===== src/source/fetch_defines.svh =====
//////////////////////////////
// Shared sizing macros for the instruction fetch front end
// Address width, alignment FIFO depth and outstanding request limit
//////////////////////////////

`ifndef FETCH_DEFINES_SVH
`define FETCH_DEFINES_SVH

// Width of every instruction and bus address
`define FETCH_ADDR_W 32

// Number of 32-bit word entries held by the alignment FIFO
// Three entries let a straddling instruction sit next to one more word
`define ALBUF_DEPTH 3

// Largest number of bus requests granted but not yet answered
// This counts requests of the current path and those being flushed
`define MAX_OUTSTANDING 2

`endif

===== src/source/fetch_pkg.sv =====
//////////////////////////////
// Fetch package
// Fetch word union and the compressed instruction test
//////////////////////////////

package fetch_pkg;

  // One 32-bit fetch word seen either whole or as two halfwords
  // The whole view serves a 32-bit instruction that starts at the low half
  // The halfword view serves the upper half and instructions that straddle
  // Index 0 of the halfword view is the lower half of the word
  typedef union packed {
    logic [31:0]       word;
    logic [1:0][15:0]  half;
  } fetch_word_u;

  // A halfword opens a compressed instruction unless its two low bits
  // are both one, which marks the start of a 32-bit instruction
  function automatic logic is_compressed(input logic [15:0] halfword);
    logic low_ones;
    low_ones = (halfword[1:0] == 2'b11);
    return !low_ones;
  endfunction

endpackage


===== src/source/fetch_unit.sv =====
//////////////////////////////
// Instruction fetch front end
// Prefetcher and alignment buffer wired together
//////////////////////////////

`timescale 1ns/1ps

`include "fetch_defines.svh"

module fetch_unit (
  input  logic                      clk,
  input  logic                      rst_n,

  // Control from the core
  input  logic                      instr_req_i,
  input  logic                      pc_set_i,
  input  logic [`FETCH_ADDR_W-1:0]  branch_addr_i,

  // Instruction memory bus
  output logic                      bus_req_o,
  output logic [`FETCH_ADDR_W-1:0]  bus_addr_o,
  input  logic                      bus_gnt_i,
  input  logic                      bus_rvalid_i,
  input  logic [31:0]               bus_rdata_i,

  // Aligned instructions towards the core
  output logic                      instr_valid_o,
  input  logic                      instr_ready_i,
  output logic [31:0]               instr_o,
  output logic [`FETCH_ADDR_W-1:0]  instr_addr_o,
  output logic                      instr_compressed_o
);

  // Buffer to prefetcher request path
  logic                      fetch_valid;
  logic                      fetch_ready;
  logic                      fetch_branch;
  logic [`FETCH_ADDR_W-1:0]  fetch_branch_addr;

  // Prefetcher to buffer response path
  logic                      resp_valid;
  fetch_pkg::fetch_word_u    resp_data;

  prefetch_ctrl u_prefetch_ctrl (
    .clk                 (clk),
    .rst_n               (rst_n),
    .fetch_valid_i       (fetch_valid),
    .fetch_ready_o       (fetch_ready),
    .fetch_branch_i      (fetch_branch),
    .fetch_branch_addr_i (fetch_branch_addr),
    .resp_valid_o        (resp_valid),
    .resp_data_o         (resp_data),
    .bus_req_o           (bus_req_o),
    .bus_addr_o          (bus_addr_o),
    .bus_gnt_i           (bus_gnt_i),
    .bus_rvalid_i        (bus_rvalid_i),
    .bus_rdata_i         (bus_rdata_i)
  );

  align_buffer u_align_buffer (
    .clk                 (clk),
    .rst_n               (rst_n),
    .instr_req_i         (instr_req_i),
    .pc_set_i            (pc_set_i),
    .branch_addr_i       (branch_addr_i),
    .fetch_valid_o       (fetch_valid),
    .fetch_ready_i       (fetch_ready),
    .fetch_branch_o      (fetch_branch),
    .fetch_branch_addr_o (fetch_branch_addr),
    .resp_valid_i        (resp_valid),
    .resp_data_i         (resp_data),
    .instr_valid_o       (instr_valid_o),
    .instr_ready_i       (instr_ready_i),
    .instr_o             (instr_o),
    .instr_addr_o        (instr_addr_o),
    .instr_compressed_o  (instr_compressed_o)
  );

endmodule


===== src/source/align_buffer.sv =====
//////////////////////////////
// Alignment buffer
// Three-entry word FIFO, halfword alignment of RV32IC instructions,
// outstanding and flush counting, fetch decision and branch handling
//////////////////////////////

`timescale 1ns/1ps

`include "fetch_defines.svh"

module align_buffer (
  input  logic                      clk,
  input  logic                      rst_n,

  // Control from the core
  input  logic                      instr_req_i,
  input  logic                      pc_set_i,
  input  logic [`FETCH_ADDR_W-1:0]  branch_addr_i,

  // Request side towards the prefetcher
  output logic                      fetch_valid_o,
  input  logic                      fetch_ready_i,
  output logic                      fetch_branch_o,
  output logic [`FETCH_ADDR_W-1:0]  fetch_branch_addr_o,

  // Response side from the prefetcher
  input  logic                      resp_valid_i,
  input  fetch_pkg::fetch_word_u    resp_data_i,

  // Instruction side towards the core
  output logic                      instr_valid_o,
  input  logic                      instr_ready_i,
  output logic [31:0]               instr_o,
  output logic [`FETCH_ADDR_W-1:0]  instr_addr_o,
  output logic                      instr_compressed_o
);

  localparam int ADDR_W = `FETCH_ADDR_W;
  localparam int DEPTH  = `ALBUF_DEPTH;
  localparam int PTR_W  = $clog2(DEPTH);
  localparam logic [PTR_W-1:0]  LAST_PTR  = PTR_W'(DEPTH - 1);
  localparam logic [2:0]        DEPTH_C   = 3'(DEPTH);
  localparam logic [2:0]        MAX_OUT_C = 3'(`MAX_OUTSTANDING);
  localparam logic [ADDR_W-1:0] STEP_HALF = ADDR_W'(2);
  localparam logic [ADDR_W-1:0] STEP_WORD = ADDR_W'(4);

  // FIFO storage and state
  fetch_pkg::fetch_word_u words_q [DEPTH];
  logic [DEPTH-1:0]       valid_q;
  logic [PTR_W-1:0]       wptr_q;
  logic [PTR_W-1:0]       rptr_q;
  logic [PTR_W-1:0]       rptr2;
  logic [2:0]             word_cnt;

  // Current instruction starts at the upper half of the read word
  logic                   offset_q;
  logic [ADDR_W-1:0]      addr_q;

  // Requests of the current path, and old-path requests still to be dropped
  logic [1:0]             outstanding_q;
  logic [1:0]             flush_q;
  logic [2:0]             fill_cnt;
  logic [2:0]             in_flight;

  logic                   issue;
  logic                   resp_flush;
  logic                   resp_keep;
  logic                   wr_en;
  logic                   accept;
  logic                   pop;

  // Alignment view of the two oldest words
  fetch_pkg::fetch_word_u cur_word;
  fetch_pkg::fetch_word_u nxt_word;
  fetch_pkg::fetch_word_u instr_word;
  logic [15:0]            sel_half;
  logic                   instr_compressed;

  //////////////////////////////
  // Fetch decision
  //////////////////////////////

  always_comb begin
    word_cnt = '0;
    for (int i = 0; i < DEPTH; i++) begin
      word_cnt = word_cnt + {2'b00, valid_q[i]};
    end
  end

  // Buffered words plus pending responses reserve FIFO space up front
  assign fill_cnt  = word_cnt + {1'b0, outstanding_q};
  assign in_flight = {1'b0, outstanding_q} + {1'b0, flush_q};

  // In the branch cycle the FIFO is being cleared, so only the bus limit counts
  always_comb begin
    if (pc_set_i) begin
      fetch_valid_o = instr_req_i && (in_flight < MAX_OUT_C);
    end else begin
      fetch_valid_o = instr_req_i && (fill_cnt < DEPTH_C) && (in_flight < MAX_OUT_C);
    end
  end

  assign fetch_branch_o      = pc_set_i;
  assign fetch_branch_addr_o = {branch_addr_i[ADDR_W-1:1], 1'b0};

  assign issue      = fetch_valid_o && fetch_ready_i;
  // Stale responses always arrive first since the bus answers in order
  assign resp_flush = resp_valid_i && (flush_q != 2'd0);
  assign resp_keep  = resp_valid_i && (flush_q == 2'd0);
  assign wr_en      = resp_keep && !pc_set_i;

  // On a branch every request of the old path moves to the flush count
  always_ff @(posedge clk or negedge rst_n) begin
    if (!rst_n) begin
      outstanding_q <= '0;
      flush_q       <= '0;
    end else if (pc_set_i) begin
      outstanding_q <= {1'b0, issue};
      flush_q       <= flush_q - {1'b0, resp_flush} + outstanding_q - {1'b0, resp_keep};
    end else begin
      outstanding_q <= outstanding_q + {1'b0, issue} - {1'b0, resp_keep};
      flush_q       <= flush_q - {1'b0, resp_flush};
    end
  end

  //////////////////////////////
  // Alignment
  //////////////////////////////

  assign rptr2    = (rptr_q == LAST_PTR) ? '0 : rptr_q + 1'b1;
  assign cur_word = words_q[rptr_q];
  assign nxt_word = words_q[rptr2];

  assign sel_half         = offset_q ? cur_word.half[1] : cur_word.half[0];
  assign instr_compressed = fetch_pkg::is_compressed(sel_half);

  // A 32-bit instruction at the upper half needs the lower half of the next word
  always_comb begin
    instr_word.word = cur_word.word;
    if (instr_compressed) begin
      instr_word.half[1] = '0;
      instr_word.half[0] = sel_half;
    end else if (offset_q) begin
      instr_word.half[1] = nxt_word.half[0];
      instr_word.half[0] = cur_word.half[1];
    end
  end

  assign instr_valid_o = valid_q[rptr_q] && !pc_set_i &&
                         (instr_compressed || !offset_q || valid_q[rptr2]);
  assign instr_o            = instr_word.word;
  assign instr_addr_o       = addr_q;
  assign instr_compressed_o = instr_compressed;

  assign accept = instr_valid_o && instr_ready_i;
  // The read word is done once its upper half has been consumed
  assign pop    = accept && (offset_q || !instr_compressed);

  //////////////////////////////
  // FIFO and address state
  //////////////////////////////

  always_ff @(posedge clk) begin
    if (wr_en) begin
      words_q[wptr_q] <= resp_data_i;
    end
  end

  always_ff @(posedge clk or negedge rst_n) begin
    if (!rst_n) begin
      valid_q  <= '0;
      wptr_q   <= '0;
      rptr_q   <= '0;
      offset_q <= 1'b0;
      addr_q   <= '0;
    end else if (pc_set_i) begin
      valid_q  <= '0;
      wptr_q   <= '0;
      rptr_q   <= '0;
      offset_q <= branch_addr_i[1];
      addr_q   <= {branch_addr_i[ADDR_W-1:1], 1'b0};
    end else begin
      if (wr_en) begin
        valid_q[wptr_q] <= 1'b1;
        wptr_q          <= (wptr_q == LAST_PTR) ? '0 : wptr_q + 1'b1;
      end
      if (pop) begin
        valid_q[rptr_q] <= 1'b0;
        rptr_q          <= rptr2;
      end
      if (accept) begin
        // Offset flips on a compressed instruction and holds on a 32-bit one
        offset_q <= offset_q ^ instr_compressed;
        addr_q   <= addr_q + (instr_compressed ? STEP_HALF : STEP_WORD);
      end
    end
  end

  //////////////////////////////
  // Assertions
  //////////////////////////////

  a_no_overwrite: assert property (
    @(posedge clk) disable iff (!rst_n) wr_en |-> !valid_q[wptr_q]
  ) else $error("Response written to an occupied FIFO entry");

  a_empty_after_branch: assert property (
    @(posedge clk) disable iff (!rst_n) pc_set_i |=> (valid_q == '0)
  ) else $error("FIFO not empty after a branch");

  a_no_valid_on_branch: assert property (
    @(posedge clk) disable iff (!rst_n) pc_set_i |-> !instr_valid_o
  ) else $error("Instruction offered in the branch cycle");

  a_max_outstanding: assert property (
    @(posedge clk) disable iff (!rst_n) in_flight <= MAX_OUT_C
  ) else $error("Too many bus requests in flight");

  a_ptr_range: assert property (
    @(posedge clk) disable iff (!rst_n) (wptr_q <= LAST_PTR) && (rptr_q <= LAST_PTR)
  ) else $error("FIFO pointer out of range");

endmodule


===== src/source/prefetch_ctrl.sv =====
//////////////////////////////
// Prefetch controller
// Word-aligned fetch address register, bus request and grant side,
// response forwarding to the alignment buffer
//////////////////////////////

`timescale 1ns/1ps

`include "fetch_defines.svh"

module prefetch_ctrl (
  input  logic                      clk,
  input  logic                      rst_n,

  // Request side from the alignment buffer
  input  logic                      fetch_valid_i,
  output logic                      fetch_ready_o,
  input  logic                      fetch_branch_i,
  input  logic [`FETCH_ADDR_W-1:0]  fetch_branch_addr_i,

  // Response side towards the alignment buffer
  output logic                      resp_valid_o,
  output fetch_pkg::fetch_word_u    resp_data_o,

  // Instruction memory bus
  output logic                      bus_req_o,
  output logic [`FETCH_ADDR_W-1:0]  bus_addr_o,
  input  logic                      bus_gnt_i,
  input  logic                      bus_rvalid_i,
  input  logic [31:0]               bus_rdata_i
);

  localparam int ADDR_W = `FETCH_ADDR_W;
  localparam logic [ADDR_W-1:0] WORD_STEP = ADDR_W'(4);

  // Address of the next word to request, always word aligned
  logic [ADDR_W-1:0] addr_q;
  // Word address of the branch target, bits 1 and 0 cleared
  logic [ADDR_W-1:0] branch_word;
  // Address presented on the bus this cycle
  logic [ADDR_W-1:0] req_addr;
  // A request is handed to the bus in this cycle
  logic              granted;

  //////////////////////////////
  // Request side
  //////////////////////////////

  assign branch_word = {fetch_branch_addr_i[ADDR_W-1:2], 2'b00};

  // The branch target goes out in the branch cycle itself
  // so the new path costs no extra cycle
  assign req_addr = fetch_branch_i ? branch_word : addr_q;

  // The buffer decides when to fetch, also in the branch cycle
  assign bus_req_o     = fetch_valid_i;
  assign bus_addr_o    = req_addr;
  assign fetch_ready_o = bus_gnt_i;
  assign granted       = fetch_valid_i && bus_gnt_i;

  // On a branch the register takes the target, or the word after it
  // when the target is granted at once
  always_ff @(posedge clk or negedge rst_n) begin
    if (!rst_n) begin
      addr_q <= '0;
    end else if (fetch_branch_i) begin
      addr_q <= granted ? (branch_word + WORD_STEP) : branch_word;
    end else if (granted) begin
      addr_q <= addr_q + WORD_STEP;
    end
  end

  //////////////////////////////
  // Response side
  //////////////////////////////

  // Responses come back in order and the buffer sorts out stale ones
  assign resp_valid_o     = bus_rvalid_i;
  assign resp_data_o.word = bus_rdata_i;

  // A request waiting for its grant keeps its address, unless a branch
  // moves the fetch to a new target
  a_req_addr_stable: assert property (
    @(posedge clk) disable iff (!rst_n)
    (bus_req_o && !bus_gnt_i) ##1 (bus_req_o && !fetch_branch_i)
    |-> $stable(bus_addr_o)
  ) else $error("Bus address changed while the request waited for a grant");

endmodule


===== config.mk =====
export PLATFORM = sky130hd
export DESIGN_NAME = fetch_unit
export DESIGN_NICKNAME = d
export VERILOG_FILES = /design/src/source/fetch_pkg.sv /design/src/source/fetch_unit.sv /design/src/source/align_buffer.sv /design/src/source/prefetch_ctrl.sv
export VERILOG_INCLUDE_DIRS = /design/src /design/src/source
export SDC_FILE = /design/constraint.sdc
export NUM_CORES = 1
export LEC_CHECK = 0
export BUFFER_PORTS_ARGS = -buffer_cell sky130_fd_sc_hd__clkbuf_2
export CORE_MARGIN = 1
export CORE_UTILIZATION = 50
export CTS_CLUSTER_SIZE = 40
export DETAILED_ROUTE_END_ITERATION = 6
export HOLD_SLACK_MARGIN = 0.03
export PLACE_DENSITY = 0.75
export SETUP_SLACK_MARGIN = 0.5
export SLEW_MARGIN = 20
export SYNTH_ARGS = -nofsm -noshare
export SYNTH_HDL_FRONTEND = slang
export SYNTH_SLANG_ARGS = --single-unit
export TNS_END_PERCENT = 5

===== constraint.sdc =====
create_clock -name clk -period 3.6 [get_ports clk]
set_input_delay 0.18 -clock clk [delete_from_list [all_inputs] [get_ports clk]]
set_output_delay 0.18 -clock clk [all_outputs]
set_load 0.005 [all_outputs]

# Word level (Yosys, flattened, before mapping)
# Memory sizes are Yosys's and may differ from the RTL's.
# Cells that the tools add are included.
word_totals:
  register_bits: 76
  memories: 1
  mem_bits_rw: 96
memory_table:
  columns: ["name", "words", "word_bits", "read_ports", "rd_clocked_by_memory_dff", "write_ports", "line_no", "source"]
  rows:
  - ["u_align_buffer.words_q", 3, 32, 2, 0, 1, "align_buffer.sv:48", "fetch_pkg::fetch_word_u words_q [DEPTH];"]
classes:
  eq_ne: 3
  mux: 35
  reduce_logical: 25
  addsub: 14
  order_cmp: 7
  bitwise: 4
ops:
  columns: ["cell", "count"]
  rows:
  - ["2-to-1 mux 32 bit", 8]
  - ["adder 32 x 3 -> 32 bit (second input constant)", 2]
  - ["adder 32 bit", 1]
  - ["2-to-1 mux 16 bit", 1]
  - ["2-to-1 mux 2 bit", 8]
  - ["2-to-1 mux 3 bit", 5]
  - ["logical AND 1 bit", 13]
  - ["nonzero test 2 bit", 5]
  - ["less-than comparator 2 x 3 -> 1 bit (second input constant)", 3]
  - ["2-to-1 mux 1 bit", 9]
  - ["equality test 2 bit (second input constant)", 3]
  - ["less-than comparator 3 x 2 -> 1 bit (second input constant)", 2]
  - ["subtractor 2 x 1 -> 2 bit", 3]
  - ["adder 2 x 1 -> 2 bit (second input constant)", 2]
  - ["binary-select mux 1 bit (select 2 bit)", 2]
  - ["demux 1 bit (select 2 bit)", 2]
  - [">= comparator 2 x 1 -> 1 bit (second input constant)", 2]
  - ["adder 2 x 2 -> 3 bit", 1]
  - ["adder 3 x 1 -> 3 bit", 1]
  - ["adder 3 x 2 -> 3 bit", 1]
  - ["bitwise AND 3 bit", 1]
  - ["zero test 1 bit", 3]
  - ["logical OR 1 bit", 3]
  - ["inverter 3 bit", 1]
  - ["6 further kinds", 6]

# Longest topological paths before layout
depth:
  word_depth: 11
  depth_mapped: 13

# By module
# Synthesis repeated with hierarchy kept, for this count alone.
hier_totals:
  hier_cells: 996
  hier_area_um2: 10432.5
modules_own_cells:
  columns: ["module", "seq_area_each_um2", "instances", "area_each_um2", "cells_per_inst"]
  rows:
  - ["align_buffer", 3958.8, 1, 7519.7, 671]
  - ["prefetch_ctrl", 750.7, 1, 2912.8, 325]

# Least setup slack after synthesis
# OpenSTA, ideal clock, no wires.
synth_timing:
  kind: "reg-to-reg"
  start: "register u_align_buffer.flush_q[1]"
  end: "register u_align_buffer.valid_q[2]"
  required_time_ns: 3.513
  setup_time_ns: 0.087
  n_path_buf: 0
  period_less_slack_ns: 3.983
  t_arrival_ns: 3.896
  slack_ns: -0.383
  path_stages_with_launch: 6
  cell_sequence: "dfrtp_1 nor3b_1 nand2_1 nor3b_1 o21ai_0 a21oi_1"
synth_via:
  elab_chain_cells: 8
synth_lines:
  columns: ["item", "line_no", "source"]
  rows:
  - ["start, declared", "align_buffer.sv:61", "logic [1:0] flush_q;"]
  - ["start signal, assigned", "align_buffer.sv:119", "flush_q <= flush_q - {1'b0, resp_flush} + outstanding_q - {1'b0, resp_keep};"]
  - ["start signal, assigned", "align_buffer.sv:122", "flush_q <= flush_q - {1'b0, resp_flush};"]
  - ["zero test 2 bit (*)", "align_buffer.sv:109", "assign resp_keep = resp_valid_i && (flush_q == 2'd0);"]
  - ["logical AND 1 bit (*)", "align_buffer.sv:109", null]
  - ["logical AND 1 bit (*)", "align_buffer.sv:110", "assign wr_en = resp_keep && !pc_set_i;"]
  - ["2-to-1 mux 3 bit (*)", "align_buffer.sv:183", "if (wr_en) begin"]
  - ["2-to-1 mux 3 bit (*)", "align_buffer.sv:176", "end else if (pc_set_i) begin"]
  - ["bitwise AND 3 bit (no line)", null, null]
  - ["2-to-1 mux 3 bit (*)", "align_buffer.sv:187", "if (pop) begin"]
  - ["2-to-1 mux 3 bit (*)", "align_buffer.sv:176", null]
  - ["end signal, assigned", "align_buffer.sv:177", "valid_q <= '0;"]
  - ["end signal, assigned by index", "align_buffer.sv:184", "valid_q[wptr_q] <= 1'b1;"]
  - ["end signal, assigned by index", "align_buffer.sv:188", "valid_q[rptr_q] <= 1'b0;"]
  - ["end, declared", "align_buffer.sv:49", "logic [DEPTH-1:0] valid_q;"]
# Mark *: on every way between the ends. The rest lies on a longest branch, timed or not. The select of a mux whose other input is x is not followed.
# A chain may end at the register's enable or synchronous reset.

# Worst setup path after layout
layout_timing:
  start: "register u_align_buffer.rptr_q[0]"
  end: "register u_align_buffer.addr_q[11], in the netlist u_align_buffer.instr_addr_o[11]"
layout_via:
  elab_chain_cells: 9
layout_lines:
  columns: ["item", "line_no", "source"]
  rows:
  - ["start, declared", "align_buffer.sv:51", "logic [PTR_W-1:0] rptr_q;"]
  - ["start signal, assigned", "align_buffer.sv:189", "rptr_q <= rptr2;"]
  - ["parallel branches: the longest is 9 deep, another holds memory read (3 x 32 bit)", null, null]
  - ["end signal, assigned", "align_buffer.sv:181", "addr_q <= {branch_addr_i[ADDR_W-1:1], 1'b0};"]
  - ["end signal, assigned", "align_buffer.sv:194", "addr_q <= addr_q + (instr_compressed ? STEP_HALF : STEP_WORD);"]
  - ["end, declared", "align_buffer.sv:57", "logic [ADDR_W-1:0] addr_q;"]
# Several ways; the timed one is not identified. The select of a mux whose other input is x is not followed.

==> results.md <==
- Instance count of the mapped netlist: 980
- Depth of the CTS H-tree: 4
- Final Util: 65.9%
- Number of synthesized flops with an enable pin: 96
- Initial antenna violation count: 0
- Slowest stage delay, CP: 550 ps
- Post-route DRC: 0
- Layout cells sized above 1: 27.1%
- CTS tree: built
- Metal3 WL: 1960 microns
- 1st-iter DRT viols: 645
- Arrival @ worst endpoint: 3500 ps
- Footprint of the multi-input gates: 5220 sq um
- First-pass GRT wire length: 41100 microns
- Clock-pin slew on the worst setup and hold paths: 80 ps
- Fillers: 1493
- Grt total ovfl: 0
- Initial Util: 51.8%
- Clock power share: 33.6%
- Switch Pwr: 1740 uW
- CORE AREA: 19000 sq um
- Clock root buffer: clkbuf_16
- Max FO, Critical Path: 8
- Placed insts: 1362
- Routed vias: 8591
- Num Clock Sinks: 169
- PwrDens: 433 nW/um^2
- Syn avg cell area: 10.1 sq um
- Worst vdd ir: 377 uV
- Synth Register Bits: 169
- Pin count of the biggest net entering global routing: 90
- Sequential share of power: 43.6%
- RSZ-0062 raised after global routing: true
- Achievable frequency: 314 MHz
- Fin. max-slew vios: 0
- Max Buffers Root-to-Sink: 2
- Ys flop type: edfxtp_1
- Setup TNS: 0 ps
- Vias in the first global route: 8106
- GRT Util Overall: 26.3%
- Int Pwr: 3690 uW
- Outcome: complete, no violations
- Io pins: 170
- IO Port Bufs: 165
- CTS buffer count: 17
- Area grow syn2layout: 27.1%
- Hpwl dp: 17500 microns
- Unique masters post-synth: 54
- Final min period: 3180 ps
- Highest routed layer: met4
- Final period util: 88.4%
- Max-cap violations: 0
- Drt pass-1 iters: 5
- Required time of the critical path: 3920 ps
- Combinational power share: 22.8%
- Gpl congestion: 0.921
- FP Rows: 50
- Setup Skew: 10.0 ps
- Total power: 5430 uW
- Commonest non-fill, non-tap cells in the layout: clkbuf_2 (163), nand2_1 (111), edfxtp_1 (96)
- Routed Antenna Nets: 0
- Commonest non-fill, non-tap cell in the layout: clkbuf_2
- CP endpoint kind: flop
- # diodes: 0
- P_leak: 0.00469 uW
- Worst skew pair latency: 430 ps
- Post-DR wirelength/cell: 18.8 microns
- Storage cell area: 4710 sq um
- Die height: 142 microns
- Die span in x: 142 microns
- CP Cell Sequence: mux2_4, mux4_2, nand2_8, inv_4, ha_4, nand3b_1, nand3_4, buf_4, a2111oi_2, xor2_1, mux2_2
- Syn. warnings: 0
- Async set or reset register ratio after synthesis: 43.2%
- Area of the die: 20300 sq um
- Hold_ws: 100 ps
- DRT met1 WL: 10700 microns
- Crit Path Category: reg -> reg
- Detailed Route WL: 27300 microns
- Hold WC Path Type: in -> reg
- Final Hold Fails: 0
- Slowest CP cell: mux4_2
- Final net count: 1260
- Max-Slew Margin vs Limit: 33.7%
- Avg Vias per Cell: 5.93
- Non-Filler Instances: 1448
- CP Launch Type: flop
- Met2 Wirelength: 13400 microns
- Sw Share: 32.1%
- Syn Std Cell Area: 9850 sq um
- Worst-margin pin slew: 995 ps
- Final setup fails: 0
- Seq/Total Area, Yosys: 47.8%
==> timing repair <==
action | 4_1_cts | 5_1_grt
setup endpoints to repair | 38 | 48
hold buffers | 34 | 0
buffers inserted | 6 | 11
cloned | 0 | 3
pin swaps | 3 | 16
gates resized for setup | 9 | 53
endpoints found under the hold margin | 171 | 0
==> cell type report <==
class,instances,share of cell area [%]
multi-input combinational,715,41.7
clock buffer,17,3.40
timing repair buffer,239,12.3
sequential,169,37.6
clock inverter,15,1.36
tap,260,2.60
inverter,33,1.01
==> logic make-up (layout without fill, tap and decap cells) <==
kind of cell | Yosys count | count (layout) | synth area share [%]
and+or+nand+nor | 363 | 363 | 18.9
AOI/OAI and AO/OA | 173 | 173 | 10.7
DFF | 169 | 169 | 47.8
muxes | 103 | 103 | 11.3
buffers and inverters | 98 | 304 | 3.96
xor gates and xnor gates | 59 | 59 | 5.24
adders and majority gates | 14 | 14 | 2.08
other | 1 | 3 | 0.0381
==> power by group through the flow <==
stage	Clock (uW)	Combinational [uW]	Sequential, uW
6_report	1820	1240	2370
5_1_grt	1930	1360	2390
4_1_cts	1840	1170	2360
3_5_place_dp	0	1100	2400
3_3_place_gp	0	1080	2390
2_1_floorplan	0	708	2370
==> worst max-delay path: cells and delay by family, from the launching register on <==
kind / cells / cell delay [ps]
flip-flops: 1 / 500
multiplexers: 3 / 1160
AO/OA/AOI/OAI: 1 / 400
buffers and inverters: 2 / 240
AND/OR/NAND/NOR: 3 / 460
XOR/XNOR: 1 / 130
adder cells (fa/ha/maj): 1 / 170
==> cell usage after synthesis (12+ instances only) <==
master	instances	area share, %
nand4_1	25	1.6
nand3_1	42	2.1
inv_1	32	1.2
clkbuf_1	43	1.6
o21ai_0	91	4.6
a2111oi_0	15	1.3
and3_1	15	0.95
or4_1	12	0.91
xnor2_1	50	4.4
dfrtp_1	73	19
nand2_1	114	4.3
a21oi_1	22	1.1
buf_1	15	0.57
mux2i_1	79	8.0
mux2_2	19	2.2
nor2_1	54	2.1
nor4_1	34	2.2
edfxtp_1	96	29
nor2b_1	14	0.89
nor3_1	12	0.61
==> layer usage <==
metal / track usage (%) / vias to the layer above
li1: - / 4009
met1: 32.1 / 4113
met2: 43.7 / 396
met3: 5.59 / 73
met4: 14.3 / 0
met5: 0 / -
==> per-stage QoR <==
step | cell area, sq um | setup WS [ps]
2_1_floorplan | 10000 | 488
3_3_place_gp | 11100 | 329
3_5_place_dp | 11100 | 265
4_1_cts | 12100 | 429
5_1_grt | 12500 | 320
6_report | 12500 | 417
==> flip-flops by register name, summed over array words and instances (netlist names) <==
signal                        count
u_align_buffer.valid_q            3
u_align_buffer.words_q           96
u_align_buffer.offset_q           1
u_align_buffer.wptr_q             2
u_align_buffer.instr_addr_o      31
u_prefetch_ctrl.addr_q           30
u_align_buffer.rptr_q             2
u_align_buffer.flush_q            2
u_align_buffer.outstanding_q      2
==> final timing paths <==
kind / from / cells after the start / slack [ps] / to
setup / recovery: u_align_buffer.rptr_q[0] / 11 / 420 / u_align_buffer.instr_addr_o[11]
hold / removal: branch_addr_i[29] / 3 / 100 / u_align_buffer.instr_addr_o[29]
setup reg to reg: u_align_buffer.rptr_q[0] / 11 / 420 / u_align_buffer.instr_addr_o[11]
hold reg to reg: u_prefetch_ctrl.addr_q[31] / 2 / 580 / u_prefetch_ctrl.addr_q[31]
max in group asynchronous: rst_n / 2 / 2440 / u_align_buffer.rptr_q[1]
min in group asynchronous: rst_n / 2 / 460 / u_align_buffer.instr_addr_o[23]
No activity file was read; power rests on OpenSTA's default activity.
